`config.mk`:
```
export PLATFORM = sky130hd
export DESIGN_NAME = video_blender
export DESIGN_NICKNAME = d
export VERILOG_FILES = /design/src/design/blend_pkg.sv /design/src/design/stream_align.sv /design/src/design/alpha_blend.sv /design/src/design/video_blender.sv
export SDC_FILE = /design/constraint.sdc
export NUM_CORES = 1
export LEC_CHECK = 0
export BUFFER_PORTS_ARGS = -buffer_cell sky130_fd_sc_hd__buf_4
export CAP_MARGIN = 20
export CORE_MARGIN = 1.5
export CORE_UTILIZATION = 45
export CTS_CLUSTER_DIAMETER = 150
export DETAILED_ROUTE_END_ITERATION = 16
export PLACE_DENSITY = 0.58
export SLEW_MARGIN = 20
export SYNTH_ARGS = -nofsm -noshare
export SYNTH_HDL_FRONTEND = slang
export SYNTH_SLANG_ARGS = --single-unit
export TNS_END_PERCENT = 10
```
`constraint.sdc`:
```
create_clock -name clk -period 17.1 [get_ports clk]
set_input_delay 0 -clock clk [delete_from_list [all_inputs] [get_ports clk]]
set_output_delay 0 -clock clk [all_outputs]
set_load 0.01 [all_outputs]
```
`src/design/blend_pkg.sv`:
```
`default_nettype none

package blend_pkg;

	localparam int chan_w = 8;
	localparam int num_chan = 3;
	localparam int weight_w = chan_w + 1;
	localparam int prod_w = 2 * chan_w;

	// weight of a fully opaque overlay pixel.
	localparam logic [weight_w-1:0] full_weight = weight_w'(1 << chan_w);

	typedef struct packed {
		logic [chan_w-1:0] pix;
		logic              sof;
		logic              eol;
	} grey_beat_t;

	typedef struct packed {
		logic [num_chan-1:0][chan_w-1:0] rgb;
		logic [chan_w-1:0]               alpha;
		logic                            sof;
		logic                            eol;
	} ovl_beat_t;

	typedef struct packed {
		logic [num_chan-1:0][chan_w-1:0] rgb;
		logic                            sof;
		logic                            eol;
	} rgb_beat_t;

	typedef enum logic {
		mode_pass  = 1'b0,
		mode_blend = 1'b1
	} blend_mode_t;

	typedef enum logic {
		st_hunt   = 1'b0,
		st_locked = 1'b1
	} align_state_t;

	// 0..255 maps onto 0..256 so that 255 is fully opaque.
	function automatic logic [weight_w-1:0] alpha_weight(input logic [chan_w-1:0] alpha);
		return {1'b0, alpha} + weight_w'(alpha[chan_w-1]);
	endfunction

endpackage

`default_nettype wire

```
`src/design/stream_align.sv`:
```
`default_nettype none

module stream_align #(
	parameter type beat_t = logic
) (
	input  logic  clk,
	input  logic  resetn,
	input  logic  in_valid,
	output logic  in_ready,
	input  beat_t in_beat,
	output logic  out_valid,
	input  logic  out_ready,
	output beat_t out_beat
);
	import blend_pkg::*;

	align_state_t state;
	align_state_t state_next;

	logic  skid_valid;
	beat_t skid_beat;

	logic in_fire;
	logic keep;
	logic out_free;

	// ready comes straight from a flop.
	assign in_ready = ~skid_valid;
	assign in_fire  = in_valid && in_ready;

	// output register empty or draining this cycle.
	assign out_free = ~out_valid || out_ready;

	// beats before the first frame start are dropped.
	assign keep = in_fire && (state == st_locked || in_beat.sof);

	always_comb begin
		state_next = state;
		case (state)
			st_hunt: begin
				if (in_fire && in_beat.sof) begin
					state_next = st_locked;
				end
			end
			st_locked: begin
				state_next = st_locked; // held until reset.
			end
			default: begin
				state_next = st_hunt;
			end
		endcase
	end

	always_ff @(posedge clk) begin
		if (!resetn) begin
			state <= st_hunt;
		end else begin
			state <= state_next;
		end
	end

	always_ff @(posedge clk) begin
		if (!resetn) begin
			out_valid  <= 1'b0;
			skid_valid <= 1'b0;
		end else if (out_free) begin
			out_valid  <= skid_valid || keep;
			skid_valid <= 1'b0; // skid drains first.
		end else if (keep) begin
			skid_valid <= 1'b1; // park beat while stalled.
		end
	end

	always_ff @(posedge clk) begin
		if (out_free) begin
			if (skid_valid) begin
				out_beat <= skid_beat;
			end else if (keep) begin
				out_beat <= in_beat;
			end
		end
	end

	always_ff @(posedge clk) begin
		if (!out_free && keep) begin
			skid_beat <= in_beat;
		end
	end

endmodule

`default_nettype wire

```
`src/design/alpha_blend.sv`:
```
`default_nettype none

module alpha_blend (
	input  logic                  clk,
	input  logic                  resetn,
	input  logic                  ovl_enable,
	input  logic                  bg_valid,
	output logic                  bg_ready,
	input  blend_pkg::grey_beat_t bg_beat,
	input  logic                  ovl_valid,
	output logic                  ovl_ready,
	input  blend_pkg::ovl_beat_t  ovl_beat,
	output logic                  out_valid,
	input  logic                  out_ready,
	output blend_pkg::rgb_beat_t  out_beat
);
	import blend_pkg::*;

	typedef struct packed {
		logic [num_chan-1:0][prod_w-1:0] ovl_prod;
		logic [num_chan-1:0][prod_w-1:0] bg_prod;
		logic                            sof;
		logic                            eol;
	} prod_beat_t;

	blend_mode_t mode;
	blend_mode_t new_mode;
	blend_mode_t beat_mode;

	logic advance;
	logic join_fire;

	logic [weight_w-1:0]             weight;
	logic [num_chan-1:0][chan_w-1:0] ovl_rgb;

	prod_beat_t prod_d;
	prod_beat_t prod_q;
	logic       prod_valid;

	logic [num_chan-1:0][prod_w-1:0] sum;

	assign new_mode = ovl_enable ? mode_blend : mode_pass;

	// a frame start beat already runs in the newly sampled mode.
	assign beat_mode = bg_beat.sof ? new_mode : mode;

	// both stages move together.
	assign advance = ~out_valid || out_ready;

	assign bg_ready  = advance && (beat_mode == mode_pass || ovl_valid);
	assign ovl_ready = advance && bg_valid && beat_mode == mode_blend;
	assign join_fire = bg_valid && bg_ready;

	always_ff @(posedge clk) begin
		if (!resetn) begin
			mode <= mode_pass;
		end else if (join_fire && bg_beat.sof) begin
			mode <= new_mode;
		end
	end

	// pass mode is a blend with zero weight.
	always_comb begin
		if (beat_mode == mode_blend) begin
			weight  = alpha_weight(ovl_beat.alpha);
			ovl_rgb = ovl_beat.rgb;
		end else begin
			weight  = '0;
			ovl_rgb = '0;
		end
	end

	always_comb begin
		prod_d.sof = bg_beat.sof;
		prod_d.eol = bg_beat.eol;
		for (int c = 0; c < num_chan; c++) begin
			prod_d.ovl_prod[c] = prod_w'(ovl_rgb[c] * weight);
			prod_d.bg_prod[c]  = prod_w'(bg_beat.pix * (full_weight - weight));
		end
	end

	always_ff @(posedge clk) begin
		if (!resetn) begin
			prod_valid <= 1'b0;
			out_valid  <= 1'b0;
		end else if (advance) begin
			prod_valid <= join_fire;
			out_valid  <= prod_valid;
		end
	end

	always_ff @(posedge clk) begin
		if (advance && join_fire) begin
			prod_q <= prod_d;
		end
	end

	always_comb begin
		for (int c = 0; c < num_chan; c++) begin
			sum[c] = prod_q.ovl_prod[c] + prod_q.bg_prod[c]; // never exceeds 255 * 256.
		end
	end

	always_ff @(posedge clk) begin
		if (advance && prod_valid) begin
			for (int c = 0; c < num_chan; c++) begin
				out_beat.rgb[c] <= sum[c][prod_w-1:chan_w];
			end
			out_beat.sof <= prod_q.sof;
			out_beat.eol <= prod_q.eol;
		end
	end

endmodule

`default_nettype wire

```
`src/design/video_blender.sv`:
```
`default_nettype none

module video_blender (
	input  logic                  clk,
	input  logic                  resetn,
	input  logic                  bg_valid,
	output logic                  bg_ready,
	input  blend_pkg::grey_beat_t bg_beat,
	input  logic                  ovl_valid,
	output logic                  ovl_ready,
	input  blend_pkg::ovl_beat_t  ovl_beat,
	input  logic                  ovl_enable,
	output logic                  out_valid,
	input  logic                  out_ready,
	output blend_pkg::rgb_beat_t  out_beat
);
	import blend_pkg::*;

	logic       bg_al_valid;
	logic       bg_al_ready;
	grey_beat_t bg_al_beat;

	logic      ovl_al_valid;
	logic      ovl_al_ready;
	ovl_beat_t ovl_al_beat;

	stream_align #(
		.beat_t(grey_beat_t)
	) bg_align_i (
		.clk      (clk),
		.resetn   (resetn),
		.in_valid (bg_valid),
		.in_ready (bg_ready),
		.in_beat  (bg_beat),
		.out_valid(bg_al_valid),
		.out_ready(bg_al_ready),
		.out_beat (bg_al_beat)
	);

	stream_align #(
		.beat_t(ovl_beat_t)
	) ovl_align_i (
		.clk      (clk),
		.resetn   (resetn),
		.in_valid (ovl_valid),
		.in_ready (ovl_ready),
		.in_beat  (ovl_beat),
		.out_valid(ovl_al_valid),
		.out_ready(ovl_al_ready),
		.out_beat (ovl_al_beat)
	);

	alpha_blend blend_i (
		.clk       (clk),
		.resetn    (resetn),
		.ovl_enable(ovl_enable),
		.bg_valid  (bg_al_valid),
		.bg_ready  (bg_al_ready),
		.bg_beat   (bg_al_beat),
		.ovl_valid (ovl_al_valid),
		.ovl_ready (ovl_al_ready),
		.ovl_beat  (ovl_al_beat),
		.out_valid (out_valid),
		.out_ready (out_ready),
		.out_beat  (out_beat)
	);

endmodule

`default_nettype wire

```
* After elaboration in Yosys (flattened, before gate mapping)
Index checks and enable logic that the tools add are counted. Widths: inputs -> output; s select.
Cells by class: multiply operators 4, bitwise logic cells 9, mux-type cells 12, add/sub/neg operators 5, reductions and logical operators 31
Operator list (count):
- $mux 34 | 2
- $add 16x16->16 | 3
- $mul 8x9->16 | 3
- $mux 24 | 1
- $mux 10 | 2
- $mul 8x16->16 | 1
- $logic_and 1x1->1 | 15
- $sub 9x9->10 const A | 1
- $add 8x1->9 | 1
- $mux 9 | 1
- $not 1->1 | 9
- $logic_or 1x1->1 | 8
- $mux 1 | 4
- $pmux 1 s2 | 2
- $reduce_and 2->1 | 2
- $reduce_bool 2->1 | 2
- $reduce_or 2->1 | 2
- $logic_not 1->1 | 2
Storage, ports and cells: bits in registers 187, input bits 50, logic and storage cells 97, output and inout port bits 29

* Logic depth before layout (Yosys ltp)
depth in word-level cells 8, depth in mapped cells 26, gate-level depth less buffers 26

* Hierarchy
Synthesis repeated with hierarchy kept, for this count alone.
Second synthesis, totals: cells, all modules 1641, area total of the unflattened synthesis 17563.1 µm²
Modules (own cells, without submodules):
- alpha_blend | sequential area each 2822.7 µm², instances 1, area each 14015.9 µm², cells each 1478
- stream_align (ovl_align_i) | sequential area each 2102.0 µm², instances 1, area each 2661.3 µm², cells each 119
- stream_align (bg_align_i) | sequential area each 660.6 µm², instances 1, area each 885.8 µm², cells each 44

* Worst setup path after synthesis
No wires, ideal clock.
kind register -> register, start register ovl_align_i.out_beat[9] in the netlist's numbering, end register blend_i.prod_q[17] in the netlist's numbering, data pin, setup time 268 ps, buffers on the path 0, required time 16832 ps, clock period less this slack 6635 ps, path slack 10465 ps, cell stages (with the launch flop) 24, data arrival time 6367 ps, cell sequence edfxtp_1 -> ha_1 -> ha_1 -> and2_1 -> inv_1 -> ha_1 -> or4b_1 -> o31ai_1 -> xnor2_1 -> a21boi_0 -> and2_1 -> fa_1 -> fa_1 -> fa_1 -> inv_1 -> fa_1 -> inv_1 -> ha_1 -> and2_1 -> a311o_1 -> a21o_1 -> a41oi_1 -> o21ai_0 -> xnor3_1
RTL lines:
- start: declaration | RTL line stream_align.sv:13 | output beat_t out_beat
- start signal: assignment | RTL line stream_align.sv:77 | out_beat <= skid_beat;
- start signal: assignment | RTL line stream_align.sv:79 | out_beat <= in_beat;
- end signal: assignment | RTL line alpha_blend.sv:94 | prod_q <= prod_d;
- end: declaration | RTL line alpha_blend.sv:37 | prod_beat_t prod_q;

==> reports/results.tsv <==
stage	metric	value	unit
timing	timing.setup.tns	0	ns
detailed_routing	num_vias	11011	
synthesis	synth_flop_cell	edfxtp_1	
clocking	cts_max_level	4	
floorplan	ios	79	
synthesis	ys_async_sr_fraction	0	%
cells_and_area	final_cell_count_no_fill	2222	
placement	place_inst	2140	
cells_and_area	design_area	0.0194	mm^2
timing	grt_setup_unrepaired	false	
placement	hpwlAfterDp	26200	um
clocking	cts_made_buffers	17	
global_routing	grt_usage	18.9	%
placement	pre_cts_ws	9.02	ns
synthesis	ys_ff_latch	185	
global_routing	grt_pass1_vias	11225	
placement	port_buffers	77	
power	power_leakage	8.75	nW
floorplan	die_h	198	um
timing	tightest_slew	1.12	ns
global_routing	antenna_found_initial	2	
detailed_routing	ant_nets	0	
job	drv_cap	0	
power	max-vdd-ir-drop	0.0794	mV
timing	skew	0.0159	ns
global_routing	grt_pass1_wl	57000	um
global_routing	gr-total-overflow	0	
cells_and_area	fillers	3363	
detailed_routing	route.met2.wl	15400	um
clocking	postCtsSetupRepairBufs	0	
detailed_routing	drt_iter0_markers	593	
floorplan	dieWidth	198	um
timing	period_minus_slack	8.13	ns
cells_and_area	syn2layout_area_growth	13.1	%
floorplan	die_area	0.0392	mm^2
clocking	cts-hold-fix-buffers	50	
synthesis	netlist_instances	1582	
synthesis	synth.distinct_cells	55	
clocking	root_buffer	clkbuf_16	
placement	gp_congestion	0.816	
setup_path	crit_path_max_fanout	22	
detailed_routing	routed_wl	34300	um
setup_path	crit_chain	ha_1, ha_1, and2_1, inv_1, ha_1, or4b_1, o31ai_1, xnor2_1, a21boi_0, and2_1, fa_1, fa_1, fa_1, inv_1, fa_1, inv_1, ha_1, and2_1, a311o_1, a21o_1, a41oi_1, o21ai_0, xnor3_1	
detailed_routing	wl_per_cell	15.4	um
timing	fmax	123	MHz
cells_and_area	nets	2104	
clocking	clock_sinks	185	
timing	finalCritPeriodShare	47.6	%
detailed_routing	via_per_inst	4.96	
cells_and_area	antenna_cells	0	
clocking	cts_tree	yes	
detailed_routing	drt_first_pass_iters	5	
cells_and_area	final_util	51.5	%
timing	drv_slew	0	
synthesis	syn_nets	1988	
synthesis	synth_enable_flop_cells	176	
synthesis	ys_seq_area_share	31.9	%
global_routing	grt_max_degree	70	
power	power_density	88.3	mW/mm^2
detailed_routing	routed-wl-met3	1710	um
floorplan	rows	71	
detailed_routing	top_layer	met4	
setup_path	critPathTopFamily	adder cells	
setup_path	path_class	register to register	
setup_path	start_kind	register	
timing	slew_headroom	24.9	%
placement	placed_area	0.0183	mm^2
floorplan	start_util	45.5	%
synthesis	ys_warn_count	0	
power	power	1.71	mW
setup_path	slowest_delay	0.89	ns
synthesis	syn_avg_cell_area	10.8	um^2
setup_path	worstSetupEndpointType	register	
timing	holdWs	0.252	ns
setup_path	worstPathArrival	8.35	ns
clocking	cts.clk_slew.worst_paths	0.08	ns
timing	finalHoldViolations	0	
synthesis	syn-cell-area	0.0171	mm^2
detailed_routing	wl_met1	16600	um
setup_path	critPathSlowestCell	a21boi_0	
cells_and_area	drive_above_1_share	10.8	%
outcome	status	finished, final reports clean	
detailed_routing	drc	0	
floorplan	coreArea	0.0376	mm^2
hold_path	holdCritPathClass	primary input to register	
timing	setup_ws	8.97	ns
clocking	cts.path.max_buffers	2	
setup_path	worst-path-buf-inv	3	
clocking	cts_resized	0	
timing	setup_viol	0	
clocking	clock_latency	0.48	ns
setup_path	critical_path_required	17.32	ns
==> flip-flops by register name (all words and copies together) (netlist names) <==
name and cells:
blend_i.prod_q 66, ovl_align_i.out_beat 32, ovl_align_i.skid_beat 32, blend_i.out_beat 26, bg_align_i.out_beat 10, bg_align_i.skid_beat 10, bg_align_i.out_valid 1, bg_align_i.skid_valid 1
bg_align_i.state 1, blend_i.mode 1, blend_i.out_valid 1, blend_i.prod_valid 1, ovl_align_i.out_valid 1, ovl_align_i.skid_valid 1, ovl_align_i.state 1
==> where the power goes <==
part           total, mW  switching, mW  internal [mW]
logic              0.696          0.381          0.315
registers          0.614         0.0395          0.574
clock network      0.400          0.205          0.196
==> final cells by class <==
class,count,area [um^2],share of cell area (%)
clock buffers,18,429,2.22
clock inverters,14,153,0.789
inverters,271,1020,5.25
multi-input cells,1082,10500,54.1
flip-flops and latches,185,5470,28.2
well taps,511,639,3.30
repair buffers,141,1180,6.11
==> path summary, 6_finish.rpt <==
check | end | cells after the start | start | slack [ns]
setup reg to reg | blend_i.prod_q[17]$_DFFE_PP_ | 23 | ovl_align_i.out_beat[9]$_DFFE_PP_ | 8.97
hold reg to reg | blend_i.out_beat[1]$_DFFE_PP_ | 0 | blend_i.prod_q[1]$_DFFE_PP_ | 0.43
hold / removal | ovl_align_i.skid_beat[30]$_DFFE_PP_ | 2 | ovl_beat[30] | 0.25
setup / recovery | blend_i.prod_q[17]$_DFFE_PP_ | 23 | ovl_align_i.out_beat[9]$_DFFE_PP_ | 8.97
==> worst register-to-register path, cell delays in order, from the launching register on <==
cell      delay (ns)
edfxtp_1        0.48
ha_1            0.30
ha_1            0.62
and2_1          0.39
inv_1           0.09
ha_1            0.25
or4b_1          0.46
o31ai_1         0.14
xnor2_1         0.14
a21boi_0        0.89
and2_1          0.26
fa_1            0.45
fa_1            0.52
fa_1            0.49
inv_1           0.05
fa_1            0.49
inv_1           0.05
ha_1            0.33
and2_1          0.16
a311o_1         0.34
a21o_1          0.20
a41oi_1         0.30
o21ai_0         0.14
xnor3_1         0.37
==> cell usage after synthesis (6+ instances only) <==
cell	count	area (um^2)
a21o_1	18	135
and3_1	52	325
nand2b_1	6	37.5
nor3_1	16	80.1
a21oi_1	50	250
a21boi_0	7	52.6
clkbuf_1	39	146
nor2_1	31	116
a41oi_1	6	52.6
o21ai_0	16	80.1
mux2_2	44	495
o21bai_1	7	52.6
nand2_1	147	552
dfxtp_1	9	180
ha_1	174	2180
o21a_1	10	75.1
edfxtp_1	176	5290
inv_1	271	1020
nand3_1	13	65.1
a31oi_1	8	50.1
and2_1	127	795
xnor2_1	69	604
xor2_1	26	228
nor2b_1	22	138
fa_1	182	3640
==> routing by layer <==
metal | vias up | global-route usage [%]
li1 | 5405 | -
met1 | 5352 | 26.1
met2 | 217 | 30.0
met3 | 37 | 4.02
met4 | 0 | 5.32
met5 | - | 0
==> layout by cell type (no fill, tap or decap), types with 3 or more instances in the layout <==
cell type | synthesis | layout
clkinv_4 | 0 | 5
nor2b_1 | 22 | 21
ha_1 | 174 | 174
inv_1 | 271 | 271
or3_1 | 4 | 4
o21ai_0 | 16 | 16
nand4_1 | 3 | 3
inv_8 | 0 | 3
dlygate4sd3_1 | 0 | 50
a21o_1 | 18 | 18
o21bai_1 | 7 | 7
fa_1 | 182 | 182
nor3_1 | 16 | 16
or2_2 | 5 | 5
nand3_1 | 13 | 13
dfxtp_1 | 9 | 9
nand2b_1 | 6 | 6
buf_4 | 0 | 91
o21a_1 | 10 | 10
and3_1 | 52 | 52
edfxtp_1 | 176 | 176
nor2_1 | 31 | 29
and4_1 | 4 | 4
mux2_2 | 44 | 44
and2_1 | 127 | 127
a31o_2 | 4 | 4
nand2_1 | 147 | 147
o211ai_1 | 3 | 3
a41oi_1 | 6 | 6
a21boi_0 | 7 | 7
xor2_1 | 26 | 26
a21oi_1 | 50 | 50
xnor2_1 | 69 | 69
clkbuf_16 | 0 | 17
a31oi_1 | 8 | 8
inv_6 | 0 | 3
o31ai_1 | 3 | 3
==> cell families after synthesis <==
logic type	Yosys count	share of synthesized area, %
xor gates and xnor gates	97	5.09
DFF	185	31.9
buffers and inverters	315	6.93
AOI/OAI and AO/OA	149	5.85
adders and majority gates	356	34.0
and+or+nand+nor	435	13.2
muxes	45	2.95
Power figures use the tool's default switching activity.
